### config.mk
export PLATFORM = sky130hd
export DESIGN_NAME = cdec_expand_top
export DESIGN_NICKNAME = d
export VERILOG_FILES = /design/src/hw/cdec_bus_pkg.sv /design/src/hw/cdec_isa_pkg.sv /design/src/hw/cdec_fetch_slicer.sv /design/src/hw/cdec_compressed_decoder.sv /design/src/hw/cdec_expand_stage.sv /design/src/hw/cdec_expand_top.sv
export VERILOG_INCLUDE_DIRS = /design/src /design/src/hw
export SDC_FILE = /design/constraint.sdc
export NUM_CORES = 1
export LEC_CHECK = 0
export ABC_AREA = 1
export ABC_CLOCK_PERIOD_IN_PS = 3000
export BUFFER_PORTS_ARGS = -buffer_cell sky130_fd_sc_hd__buf_2
export CAP_MARGIN = 20
export CORE_ASPECT_RATIO = 0.9
export CORE_UTILIZATION = 56
export DETAILED_ROUTE_END_ITERATION = 12
export PLACE_DENSITY = 0.82
export SLEW_MARGIN = 10
export SYNTH_ARGS = -nofsm -noshare
export SYNTH_HDL_FRONTEND = slang
export SYNTH_SLANG_ARGS = --single-unit
### constraint.sdc
create_clock -name clk -period 3 [get_ports clk]
set_input_delay 0.45 -clock clk [delete_from_list [all_inputs] [get_ports clk]]
set_output_delay 0.45 -clock clk [all_outputs]
set_load 0.005 [all_outputs]
### src/hw/cdec_consts.svh
`ifndef CDEC_CONSTS_SVH
`define CDEC_CONSTS_SVH

// fetch block geometry
`define CDEC_LANES  2
`define CDEC_SLOT_W 32

//////////////////////////////////////////////////
// rv32 major opcodes
//////////////////////////////////////////////////
`define CDEC_OPC_LOAD   7'h03
`define CDEC_OPC_STORE  7'h23
`define CDEC_OPC_OPIMM  7'h13
`define CDEC_OPC_OP     7'h33
`define CDEC_OPC_LUI    7'h37
`define CDEC_OPC_BRANCH 7'h63
`define CDEC_OPC_JAL    7'h6f
`define CDEC_OPC_JALR   7'h67

`endif

### src/hw/cdec_bus_pkg.sv
`default_nettype none

`include "cdec_consts.svh"

package cdec_bus_pkg;

  // one word as returned by the fetch side
  typedef struct packed {
    logic [`CDEC_SLOT_W-1:0] rdata;
    logic                    err;
  } bus_resp_t;

  // instruction response seen by a decoder lane
  typedef struct packed {
    bus_resp_t bus_resp;
  } inst_resp_t;

  // full fetch block, slot 0 in the low word
  typedef struct packed {
    logic [`CDEC_LANES-1:0][`CDEC_SLOT_W-1:0] slots;
    logic                                     err;
    // slot 0 holds a table pointer, not an opcode
    logic                                     is_ptr;
  } fetch_block_t;

endpackage

`default_nettype wire

### src/hw/cdec_isa_pkg.sv
`default_nettype none

`include "cdec_consts.svh"

package cdec_isa_pkg;

  // full rv32 word and a single rvc parcel
  typedef logic [31:0] instr_word_t;
  typedef logic [15:0] parcel_t;

  // major opcodes used by the expander
  typedef enum logic [6:0] {
    OPCODE_LOAD   = `CDEC_OPC_LOAD,
    OPCODE_STORE  = `CDEC_OPC_STORE,
    OPCODE_OPIMM  = `CDEC_OPC_OPIMM,
    OPCODE_OP     = `CDEC_OPC_OP,
    OPCODE_LUI    = `CDEC_OPC_LUI,
    OPCODE_BRANCH = `CDEC_OPC_BRANCH,
    OPCODE_JAL    = `CDEC_OPC_JAL,
    OPCODE_JALR   = `CDEC_OPC_JALR
  } opcode_e;

  // per-lane decode result
  typedef struct packed {
    cdec_bus_pkg::inst_resp_t instr;
    logic                     is_compressed;
    logic                     illegal;
  } lane_result_t;

  // index of a lane inside the block
  typedef logic [$clog2(`CDEC_LANES)-1:0] lane_idx_t;

endpackage

`default_nettype wire

### src/hw/cdec_fetch_slicer.sv
`timescale 1ns/10ps
`default_nettype none

`include "cdec_consts.svh"

module cdec_fetch_slicer (
  input  logic                                        clk,
  input  logic                                        rst_i,
  input  logic                                        fetch_valid_i,
  input  cdec_bus_pkg::fetch_block_t                  fetch_i,
  output logic                                        lane_valid_o,
  output cdec_bus_pkg::inst_resp_t [`CDEC_LANES-1:0]  lane_resp_o,
  output logic [`CDEC_LANES-1:0]                      lane_is_ptr_o
);

  import cdec_bus_pkg::*;

  // captured block, payload only
  fetch_block_t blk_q;
  logic         valid_q;

  //////////////////////////////////////////////////
  // input register
  //////////////////////////////////////////////////

  // strobe delayed by one cycle
  always_ff @(posedge clk) begin
    if (rst_i) begin
      valid_q <= 1'b0;
    end else begin
      valid_q <= fetch_valid_i;
    end
  end

  // block is held until the next strobe
  always_ff @(posedge clk) begin
    if (fetch_valid_i) begin
      blk_q <= fetch_i;
    end
  end

  assign lane_valid_o = valid_q;

  //////////////////////////////////////////////////
  // per-lane fan out
  //////////////////////////////////////////////////

  for (genvar n = 0; n < `CDEC_LANES; n++) begin : g_lane
    assign lane_resp_o[n].bus_resp.rdata = blk_q.slots[n];
    // bus error applies to the whole block
    assign lane_resp_o[n].bus_resp.err   = blk_q.err;
    // only the first slot can carry a pointer
    assign lane_is_ptr_o[n] = (n == 0) ? blk_q.is_ptr : 1'b0;
  end

endmodule

`default_nettype wire

### src/hw/cdec_compressed_decoder.sv
`timescale 1ns/10ps
`default_nettype none

module cdec_compressed_decoder (
  input  cdec_bus_pkg::inst_resp_t  instr_i,
  input  logic                      instr_is_ptr_i,
  output cdec_bus_pkg::inst_resp_t  instr_o,
  output logic                      is_compressed_o,
  output logic                      illegal_instr_o
);

  import cdec_isa_pkg::*;

  localparam logic [4:0] REG_ZERO = 5'd0;
  localparam logic [4:0] REG_RA   = 5'd1;
  localparam logic [4:0] REG_SP   = 5'd2;

  // low parcel and its register fields
  parcel_t     c;
  logic [4:0]  rd;
  logic [4:0]  rs2;
  logic [4:0]  rdp;
  logic [4:0]  rs1p;
  // sign-extended 6-bit immediate of the ci format
  logic [11:0] imm_ci;
  instr_word_t exp_word;
  logic        exp_illegal;
  logic [2:0]  alu_f3;

  assign c      = instr_i.bus_resp.rdata[15:0];
  assign rd     = c[11:7];
  assign rs2    = c[6:2];
  // compressed registers map onto x8..x15
  assign rdp    = {2'b01, c[4:2]};
  assign rs1p   = {2'b01, c[9:7]};
  assign imm_ci = {{6{c[12]}}, c[12], c[6:2]};

  // funct3 of the c.sub/xor/or/and group
  always_comb begin
    unique case (c[6:5])
      2'b00:   alu_f3 = 3'b000;
      2'b01:   alu_f3 = 3'b100;
      2'b10:   alu_f3 = 3'b110;
      default: alu_f3 = 3'b111;
    endcase
  end

  //////////////////////////////////////////////////
  // rvc expansion
  //////////////////////////////////////////////////

  always_comb begin
    exp_word    = instr_i.bus_resp.rdata;
    exp_illegal = 1'b0;
    unique case (c[1:0])
      // quadrant 0
      2'b00: begin
        // fp loads and stores fall back to the lw shape
        exp_word = {5'b0, c[5], c[12:10], c[6], 2'b00, rs1p, 3'b010, rdp, OPCODE_LOAD};
        unique case (c[15:13])
          3'b000: begin
            // addi4spn, zero offset is reserved
            exp_word    = {2'b0, c[10:7], c[12:11], c[5], c[6], 2'b00,
                           REG_SP, 3'b000, rdp, OPCODE_OPIMM};
            exp_illegal = (c[12:5] == 8'b0);
          end
          3'b010: begin
            // lw keeps the default shape
          end
          3'b110: begin
            exp_word = {5'b0, c[5], c[12], rdp, rs1p, 3'b010,
                        c[11:10], c[6], 2'b00, OPCODE_STORE};
          end
          default: exp_illegal = 1'b1;
        endcase
      end
      // quadrant 1
      2'b01: begin
        unique case (c[15:13])
          3'b000: exp_word = {imm_ci, rd, 3'b000, rd, OPCODE_OPIMM};
          3'b001, 3'b101: begin
            // jal links to ra, j to x0
            exp_word = {c[12], c[8], c[10:9], c[6], c[7], c[2], c[11], c[5:3],
                        {9{c[12]}}, 4'b0, ~c[15], OPCODE_JAL};
          end
          3'b010: exp_word = {imm_ci, REG_ZERO, 3'b000, rd, OPCODE_OPIMM};
          3'b011: begin
            if ({c[12], c[6:2]} == 6'b0) begin
              exp_word    = {{15{c[12]}}, c[6:2], rd, OPCODE_LUI};
              exp_illegal = 1'b1;
            end else if (rd == REG_SP) begin
              // addi16sp scales the immediate by 16
              exp_word = {{3{c[12]}}, c[4:3], c[5], c[2], c[6], 4'b0,
                          REG_SP, 3'b000, REG_SP, OPCODE_OPIMM};
            end else begin
              exp_word = {{15{c[12]}}, c[6:2], rd, OPCODE_LUI};
            end
          end
          3'b100: begin
            unique case (c[11:10])
              2'b00, 2'b01: begin
                // srli or srai, shamt[5] must be clear on rv32
                exp_word    = {1'b0, c[10], 5'b0, c[6:2], rs1p, 3'b101, rs1p, OPCODE_OPIMM};
                exp_illegal = c[12];
              end
              2'b10: exp_word = {imm_ci, rs1p, 3'b111, rs1p, OPCODE_OPIMM};
              default: begin
                exp_word    = {1'b0, (c[6:5] == 2'b00), 5'b0, rdp, rs1p, alu_f3,
                               rs1p, OPCODE_OP};
                // subw, addw and the reserved slots
                exp_illegal = c[12];
              end
            endcase
          end
          default: begin
            // beqz and bnez compare against x0
            exp_word = {{4{c[12]}}, c[6:5], c[2], REG_ZERO, rs1p, 2'b00, c[13],
                        c[11:10], c[4:3], c[12], OPCODE_BRANCH};
          end
        endcase
      end
      // quadrant 2
      2'b10: begin
        // fp stack forms fall back to the lwsp shape
        exp_word = {4'b0, c[3:2], c[12], c[6:4], 2'b00, REG_SP, 3'b010, rd, OPCODE_LOAD};
        unique case (c[15:13])
          3'b000: begin
            exp_word    = {7'b0, rs2, rd, 3'b001, rd, OPCODE_OPIMM};
            exp_illegal = c[12];
          end
          3'b010: exp_illegal = (rd == REG_ZERO);
          3'b100: begin
            if (rs2 != REG_ZERO) begin
              // mv adds to x0, add adds to rd
              exp_word = {7'b0, rs2, (c[12] ? rd : REG_ZERO), 3'b000, rd, OPCODE_OP};
            end else if (!c[12]) begin
              exp_word    = {12'b0, rd, 3'b000, REG_ZERO, OPCODE_JALR};
              exp_illegal = (rd == REG_ZERO);
            end else if (rd == REG_ZERO) begin
              exp_word = 32'h0010_0073;
            end else begin
              exp_word = {12'b0, rd, 3'b000, REG_RA, OPCODE_JALR};
            end
          end
          3'b110: begin
            exp_word = {4'b0, c[8:7], c[12], rs2, REG_SP, 3'b010, c[11:9], 2'b00,
                        OPCODE_STORE};
          end
          default: exp_illegal = 1'b1;
        endcase
      end
      // full 32-bit word
      default: exp_word = instr_i.bus_resp.rdata;
    endcase
  end

  //////////////////////////////////////////////////
  // output select and checks
  //////////////////////////////////////////////////

  always_comb begin
    is_compressed_o = !instr_is_ptr_i && (c[1:0] != 2'b11);
    illegal_instr_o = is_compressed_o && exp_illegal;
    instr_o         = instr_i;
    if (is_compressed_o) begin
      instr_o.bus_resp.rdata = exp_word;
    end
    // a pointer never decodes
    assert (!instr_is_ptr_i || (!is_compressed_o && !illegal_instr_o))
      else $error("pointer word was decoded");
    // uncompressed words and the error bit go through untouched
    assert (is_compressed_o || (instr_o == instr_i))
      else $error("passthrough word was modified");
  end

endmodule

`default_nettype wire

### src/hw/cdec_expand_stage.sv
`timescale 1ns/10ps
`default_nettype none

`include "cdec_consts.svh"

module cdec_expand_stage (
  input  logic                                          clk,
  input  logic                                          rst_i,
  input  logic                                          lane_valid_i,
  input  cdec_isa_pkg::lane_result_t [`CDEC_LANES-1:0]  lane_res_i,
  output logic                                          out_valid_o,
  output cdec_isa_pkg::lane_result_t [`CDEC_LANES-1:0]  out_o,
  output logic                                          any_illegal_o,
  output cdec_isa_pkg::lane_idx_t                       first_illegal_o
);

  import cdec_isa_pkg::*;

  lane_result_t [`CDEC_LANES-1:0] res_q;
  logic                           valid_q;
  logic                           any_q;
  logic                           any_d;
  lane_idx_t                      first_d;
  lane_idx_t                      first_q;

  // lowest illegal lane wins, scan from the top down
  always_comb begin
    any_d   = 1'b0;
    first_d = '0;
    for (int n = `CDEC_LANES - 1; n >= 0; n--) begin
      if (lane_res_i[n].illegal) begin
        any_d   = 1'b1;
        first_d = lane_idx_t'(n);
      end
    end
  end

  //////////////////////////////////////////////////
  // output register
  //////////////////////////////////////////////////

  always_ff @(posedge clk) begin
    if (rst_i) begin
      valid_q <= 1'b0;
      any_q   <= 1'b0;
    end else begin
      valid_q <= lane_valid_i;
      // summary only counts for a live block
      any_q   <= lane_valid_i && any_d;
    end
  end

  always_ff @(posedge clk) begin
    if (lane_valid_i) begin
      res_q   <= lane_res_i;
      first_q <= first_d;
    end
  end

  assign out_valid_o     = valid_q;
  assign out_o           = res_q;
  assign any_illegal_o   = any_q;
  assign first_illegal_o = first_q;

  // summary never flags an empty cycle
  assert property (@(posedge clk) disable iff (rst_i) any_illegal_o |-> out_valid_o)
    else $error("illegal summary without valid output");

  // named lane really is the offender
  assert property (@(posedge clk) disable iff (rst_i)
                   any_illegal_o |-> out_o[first_illegal_o].illegal)
    else $error("first illegal lane does not carry the flag");

endmodule

`default_nettype wire

### src/hw/cdec_expand_top.sv
`timescale 1ns/10ps
`default_nettype none

`include "cdec_consts.svh"

module cdec_expand_top (
  input  logic                                          clk,
  input  logic                                          rst_i,
  input  logic                                          fetch_valid_i,
  input  cdec_bus_pkg::fetch_block_t                    fetch_i,
  output logic                                          out_valid_o,
  output cdec_isa_pkg::lane_result_t [`CDEC_LANES-1:0]  out_o,
  output logic                                          any_illegal_o,
  output cdec_isa_pkg::lane_idx_t                       first_illegal_o
);

  import cdec_bus_pkg::*;
  import cdec_isa_pkg::*;

  logic                           lane_valid;
  inst_resp_t   [`CDEC_LANES-1:0] lane_resp;
  logic         [`CDEC_LANES-1:0] lane_is_ptr;
  lane_result_t [`CDEC_LANES-1:0] lane_res;

  // register stage one
  cdec_fetch_slicer u_slicer (
    .clk           (clk),
    .rst_i         (rst_i),
    .fetch_valid_i (fetch_valid_i),
    .fetch_i       (fetch_i),
    .lane_valid_o  (lane_valid),
    .lane_resp_o   (lane_resp),
    .lane_is_ptr_o (lane_is_ptr)
  );

  // one expander per slot, outputs land in the result struct
  for (genvar n = 0; n < `CDEC_LANES; n++) begin : g_dec
    cdec_compressed_decoder u_dec (
      .instr_i         (lane_resp[n]),
      .instr_is_ptr_i  (lane_is_ptr[n]),
      .instr_o         (lane_res[n].instr),
      .is_compressed_o (lane_res[n].is_compressed),
      .illegal_instr_o (lane_res[n].illegal)
    );
  end

  // register stage two
  cdec_expand_stage u_stage (
    .clk             (clk),
    .rst_i           (rst_i),
    .lane_valid_i    (lane_valid),
    .lane_res_i      (lane_res),
    .out_valid_o     (out_valid_o),
    .out_o           (out_o),
    .any_illegal_o   (any_illegal_o),
    .first_illegal_o (first_illegal_o)
  );

endmodule

`default_nettype wire

# [Yosys cells after proc, flatten, opt, wreduce, memory -nomap -nowiden]
# Index checks and enable logic that the tools add are counted.
[word_totals] inputBits=69 regBits=139 out_inout_bits=73
[classes] reduce_logical=27 bitwise=2 mux=44 eq_ne=28
[ops] op="case mux 32 bit (3 select lines)" count=4
[ops] op="case mux 32 bit (5 select lines)" count=2
[ops] op="two-way mux 32 bit" count=4
[ops] op="case mux 32 bit (2 select lines)" count=2
[ops] op="case mux 30 bit (2 select lines)" count=2
[ops] op="two-way mux 29 bit" count=4
[ops] op="two-way mux 21 bit" count=4
[ops] op="equality test 3 bit (second input constant)" count=6
[ops] op="case mux 3 bit (3 select lines)" count=2
[ops] op="logical NOT 8 bit" count=2
[ops] op="equality test 2 x 1 -> 1 bit (second input constant)" count=6
[ops] op="equality test 2 bit (second input constant)" count=6
[ops] op="equality test 3 x 2 -> 1 bit (second input constant)" count=4
[ops] op="logical NOT 2 bit" count=6
[ops] op="logical NOT 6 bit" count=2
[ops] op="OR reduction 2 bit" count=6
[ops] op="equality test 5 x 2 -> 1 bit (second input constant)" count=2
[ops] op="logical NOT 5 bit" count=2
[ops] op="two-way mux 1 bit" count=10
[ops] op="two-way mux 5 bit" count=2
[ops] op="nonzero test 5 bit" count=2
[ops] op="case mux 1 bit (2 select lines)" count=4
[ops] op="case mux 1 bit (4 select lines)" count=2
[ops] op="equality test 3 x 1 -> 1 bit (second input constant)" count=2
[ops] op="6 further kinds" count=13

# [Longest topological paths before layout]
[logic_depth] depth_word=9 mapped_depth=14 depth_no_buf=13

# [Modules after synthesis]
# A second synthesis with hierarchy kept.
[unflattened] hier_cells=928 area_unflattened_um2=7757.4
[modules_own_cells] mod="cdec_compressed_decoder" seq_area_each_um2=0.0 area_each_um2=1762.9 n_inst=2 cells_per_inst=388
[modules_own_cells] mod="cdec_expand_stage" seq_area_each_um2=2172.1 area_each_um2=2200.9 n_inst=1 cells_per_inst=80
[modules_own_cells] mod="cdec_fetch_slicer" seq_area_each_um2=2001.9 area_each_um2=2030.7 n_inst=1 cells_per_inst=72

# [Least setup slack after synthesis]
# No wires, ideal clock.
[synth_timing] path_kind="register -> register" startpoint="register u_slicer.valid_q (netlist: u_slicer.lane_valid_o)" endpoint="register u_stage.any_q (netlist: u_stage.any_illegal_o)" period_less_slack_ns=2.276 required_time_ns=2.934 stages_incl_launch_ff=5 path_slack_ns=0.724 arrival_time_ns=2.210 cell_sequence="dfxtp_1 inv_1 nor2_1 inv_1 a21oi_2"
[synth_via] elab_chain_cells=1
[synth_lines] item="from (decl)" line_no="cdec_fetch_slicer.sv:20" text="logic valid_q;"
[synth_lines] item="from (signal assigned)" line_no="cdec_fetch_slicer.sv:31" text="valid_q <= fetch_valid_i;"
[synth_lines] item="logical AND 1 bit" line_no="cdec_expand_stage.sv:49" text="any_q <= lane_valid_i && any_d;"
[synth_lines] item="to (signal assigned)" line_no="cdec_expand_stage.sv:49"
[synth_lines] item="to (decl)" line_no="cdec_expand_stage.sv:21" text="logic any_q;"
# No other way between the ends.
# A chain may end at the register's enable or synchronous reset.

==> results.toml <==
[min_path]
hold_class = "input pin to flop"
holdCritStartpoint = "fetch_i[15]"
min_to = "u_slicer.lane_resp_o[14]"
holdPathStages = 1

[placement]
dpl.cell_count = 1103
gp_congestion = 1.07
port_buffers = 141
post-dp-hpwl_microns = 19000

[timing]
maxSlewHeadroom = 0.533
maxSlewViolCount = 0
worst_slew_pin_slew_ps = 701
fin_crit_sh = 0.810
hold-worst-slack_ps = 185
setup_viol = 0
max_freq_mhz = 412
hold_viol = 0
fin_skew_ps = 9.60
period_minus_slack_ps = 2430
tns_ps = 0
rsz0062_at_grt = "no"

[finish]
diodes = 0
drive_above_1_share = 0.228
syn2layout_area_growth_pct = 19.0
final_common_cell = "nand2_1"
final_cell_mix = "155 x nand2_1, 141 x buf_2, 136 x edfxtp_1, 88 x nor2_1, 85 x inv_1"
fillerInstances = 999
final-seq-area_sq_um = 4150
multi_input_area_sq_um = 2710
layout.nets = 1027
instances_no_fill = 1134
utilization = 0.688

[critical_path]
critPathKind = "flop to flop"
slowest_delay_ps = 600
r2r_slack_ps = 570
crit_fanout = 8
rr_worst_depth = 7
cp.arrival_ps = 2600
crit_path_start_kind = "flop"
cpMaxStageDelayCell = "edfxtp_1"
crit_required_ps = 3170
worstReg2RegEnd = "u_stage.out_o[14]"
r2r_start = "u_slicer.lane_resp_o[14]"
crit_path_frequent_cell = "o21ai_0"
cp-end-kind = "flop"
path_buf_inv = 2
crit_chain = "inv_4 > nor2_1 > inv_1 > nand2_1 > o21ai_0 > o21ai_0 > o31ai_1"
cpLargestDelayFamily = "simple AND/OR/NAND/NOR gates"

[floorplan]
start_util = 0.578
rows = 39
core-area_sq_um = 12800
io_pins = 142
die_h_microns = 111
fp.dieW_microns = 123
die_area_sq_um = 13700

[global_routing]
grt_pass1_wl_microns = 39100
antenna_found_initial = 0
grt_pass1_vias = 6764
grt.total_usage = 0.396
gr-total-overflow = 0
grt_max_degree = 72

[outcome]
status = "finished clean"

[clocking]
path_clk_slew_ps = 60
cts_resized = 0
htreeDepth = 4
cts_tree = "yes"
worstSkewPairLatency_ps = 440
numCtsBuffers = 17
cts_root_buffer = "clkbuf_16"
cts_num_sinks = 139
clockBufferDepth = 2
cts_hold_buf = 0
post_cts_buffers = 0

[drt]
route.detailed.drc = 0
routedWlPerCell_microns = 23.4
avgViaCountPerCell = 6.56
route.met2.wl_microns = 10600
wl_microns = 26500
ant_nets = 0
dr.pass1.iters = 6
top_layer = "met4"
vias = 7440
first_iter_violations = 1493
wl_met1_microns = 10400
wl_met3_microns = 4870

[power]
p_per_area_nw_per_um2 = 608
vdd_drop_max_mv = 0.526
p_leak_uw = 0.00376
fin_total_pwr_uw = 5350

[logic_synthesis]
async_flop_share = 0
netlist_area_sq_um = 7390
yosysUniqueCellTypes = 47
syn-instance-count = 812
syn_avg_cell_area_sq_um = 9.10
yosys_warnings = 0
synth_ff_type = "edfxtp_1"
synth_edf_count = 136
ys_ff_latch = 139
synth_seq_area_share = 0.561

[job]
cap_violations = 0
==> cells in the mapped netlist, types with 2 or more instances <==
| cell type | n | area (sq um) |
|---|---|---|
| buf_2 | 10 | 50.1 |
| nor2_4 | 6 | 67.6 |
| nand3_1 | 53 | 265 |
| buf_6 | 5 | 56.3 |
| buf_4 | 5 | 37.5 |
| nand2_1 | 155 | 582 |
| inv_2 | 9 | 33.8 |
| nand3_2 | 2 | 20.0 |
| clkbuf_1 | 7 | 26.3 |
| edfxtp_1 | 136 | 4080 |
| nand4_2 | 2 | 25.0 |
| o21ai_0 | 78 | 390 |
| nor2_2 | 3 | 18.8 |
| o31ai_1 | 2 | 15.0 |
| o2111ai_1 | 4 | 35.0 |
| a21oi_1 | 59 | 295 |
| o21ai_1 | 2 | 10.0 |
| inv_1 | 85 | 319 |
| o22ai_1 | 8 | 50.1 |
| nor3_1 | 13 | 65.1 |
| a221oi_1 | 2 | 17.5 |
| nor2_1 | 88 | 330 |
| dfxtp_1 | 3 | 60.1 |
| o221ai_1 | 3 | 26.3 |
| clkinv_1 | 2 | 7.51 |
| a31oi_1 | 15 | 93.8 |
| o211ai_1 | 11 | 82.6 |
| o21bai_1 | 2 | 15.0 |
| nand2_4 | 2 | 22.5 |
| nand4_1 | 8 | 50.1 |
| nand2_2 | 8 | 50.1 |
| a211oi_1 | 3 | 22.5 |
| a22oi_1 | 7 | 52.6 |
==> flip-flops by register name, indices dropped and copies added (netlist names) <==
register,count
u_slicer.lane_valid_o,1
u_stage.out_valid_o,1
u_stage.first_illegal_o,1
u_stage.out_o,69
u_slicer.lane_resp_o,65
u_slicer.lane_is_ptr_o,1
u_stage.any_illegal_o,1
==> how the worst max path moves through the flow <==
stage,start,endpoint,cells past startpoint,slack [ps]
2_1_floorplan,u_slicer.lane_valid_o,u_stage.any_illegal_o,4,720
3_3_place_gp,u_slicer.lane_resp_o[14],u_stage.out_o[14],7,650
3_5_place_dp,u_slicer.lane_resp_o[14],u_stage.out_o[15],8,800
4_1_cts,u_slicer.lane_resp_o[14],u_stage.out_o[15],8,770
5_1_grt,u_slicer.lane_resp_o[14],u_stage.out_o[15],8,550
6_report,u_slicer.lane_resp_o[14],u_stage.out_o[14],7,570
==> through the flow <==
step | area [sq um] | setup WS [ps]
2_1_floorplan | 7390 | 724
3_3_place_gp | 8260 | 654
3_5_place_dp | 8260 | 797
4_1_cts | 8790 | 766
5_1_grt | 8790 | 545
6_report | 8790 | 571
==> kinds of logic after synthesis <==
logic type	Yosys count	synth area share
simple gates	343	0.207
compound gates	203	0.158
flops	139	0.561
buf+inv	126	0.0738
other cells	1	0.000507
==> layout make-up <==
class | count | share of cell area
clock buffers | 19 | 0.0492
clock inverters | 12 | 0.0114
inverters | 98 | 0.0423
multi-input cells | 548 | 0.308
flip-flops and latches | 139 | 0.472
well taps | 164 | 0.0233
repair buffers | 154 | 0.0942
==> metal layers <==
| layer | vias up | track usage |
|---|---|---|
| met5 | - | 0.00391 |
| met4 | 0 | 0.127 |
| met3 | 96 | 0.165 |
| met2 | 816 | 0.527 |
| met1 | 3399 | 0.580 |
| li1 | 3129 | - |
==> worst register-to-register path, delay by kind of cell, from the launching register on <==
family,cells,cell delay [ps]
simple gates,2,690
flops,1,600
compound gates,3,460
buf+inv,2,410
==> power breakdown <==
part / leakage, uW / internal, uW / switching (uW)
combinational: 0.00219 / 285 / 625
clock: 0.000262 / 1130 / 837
sequential: 0.00131 / 2340 / 133
Power figures use the tool's default switching activity.
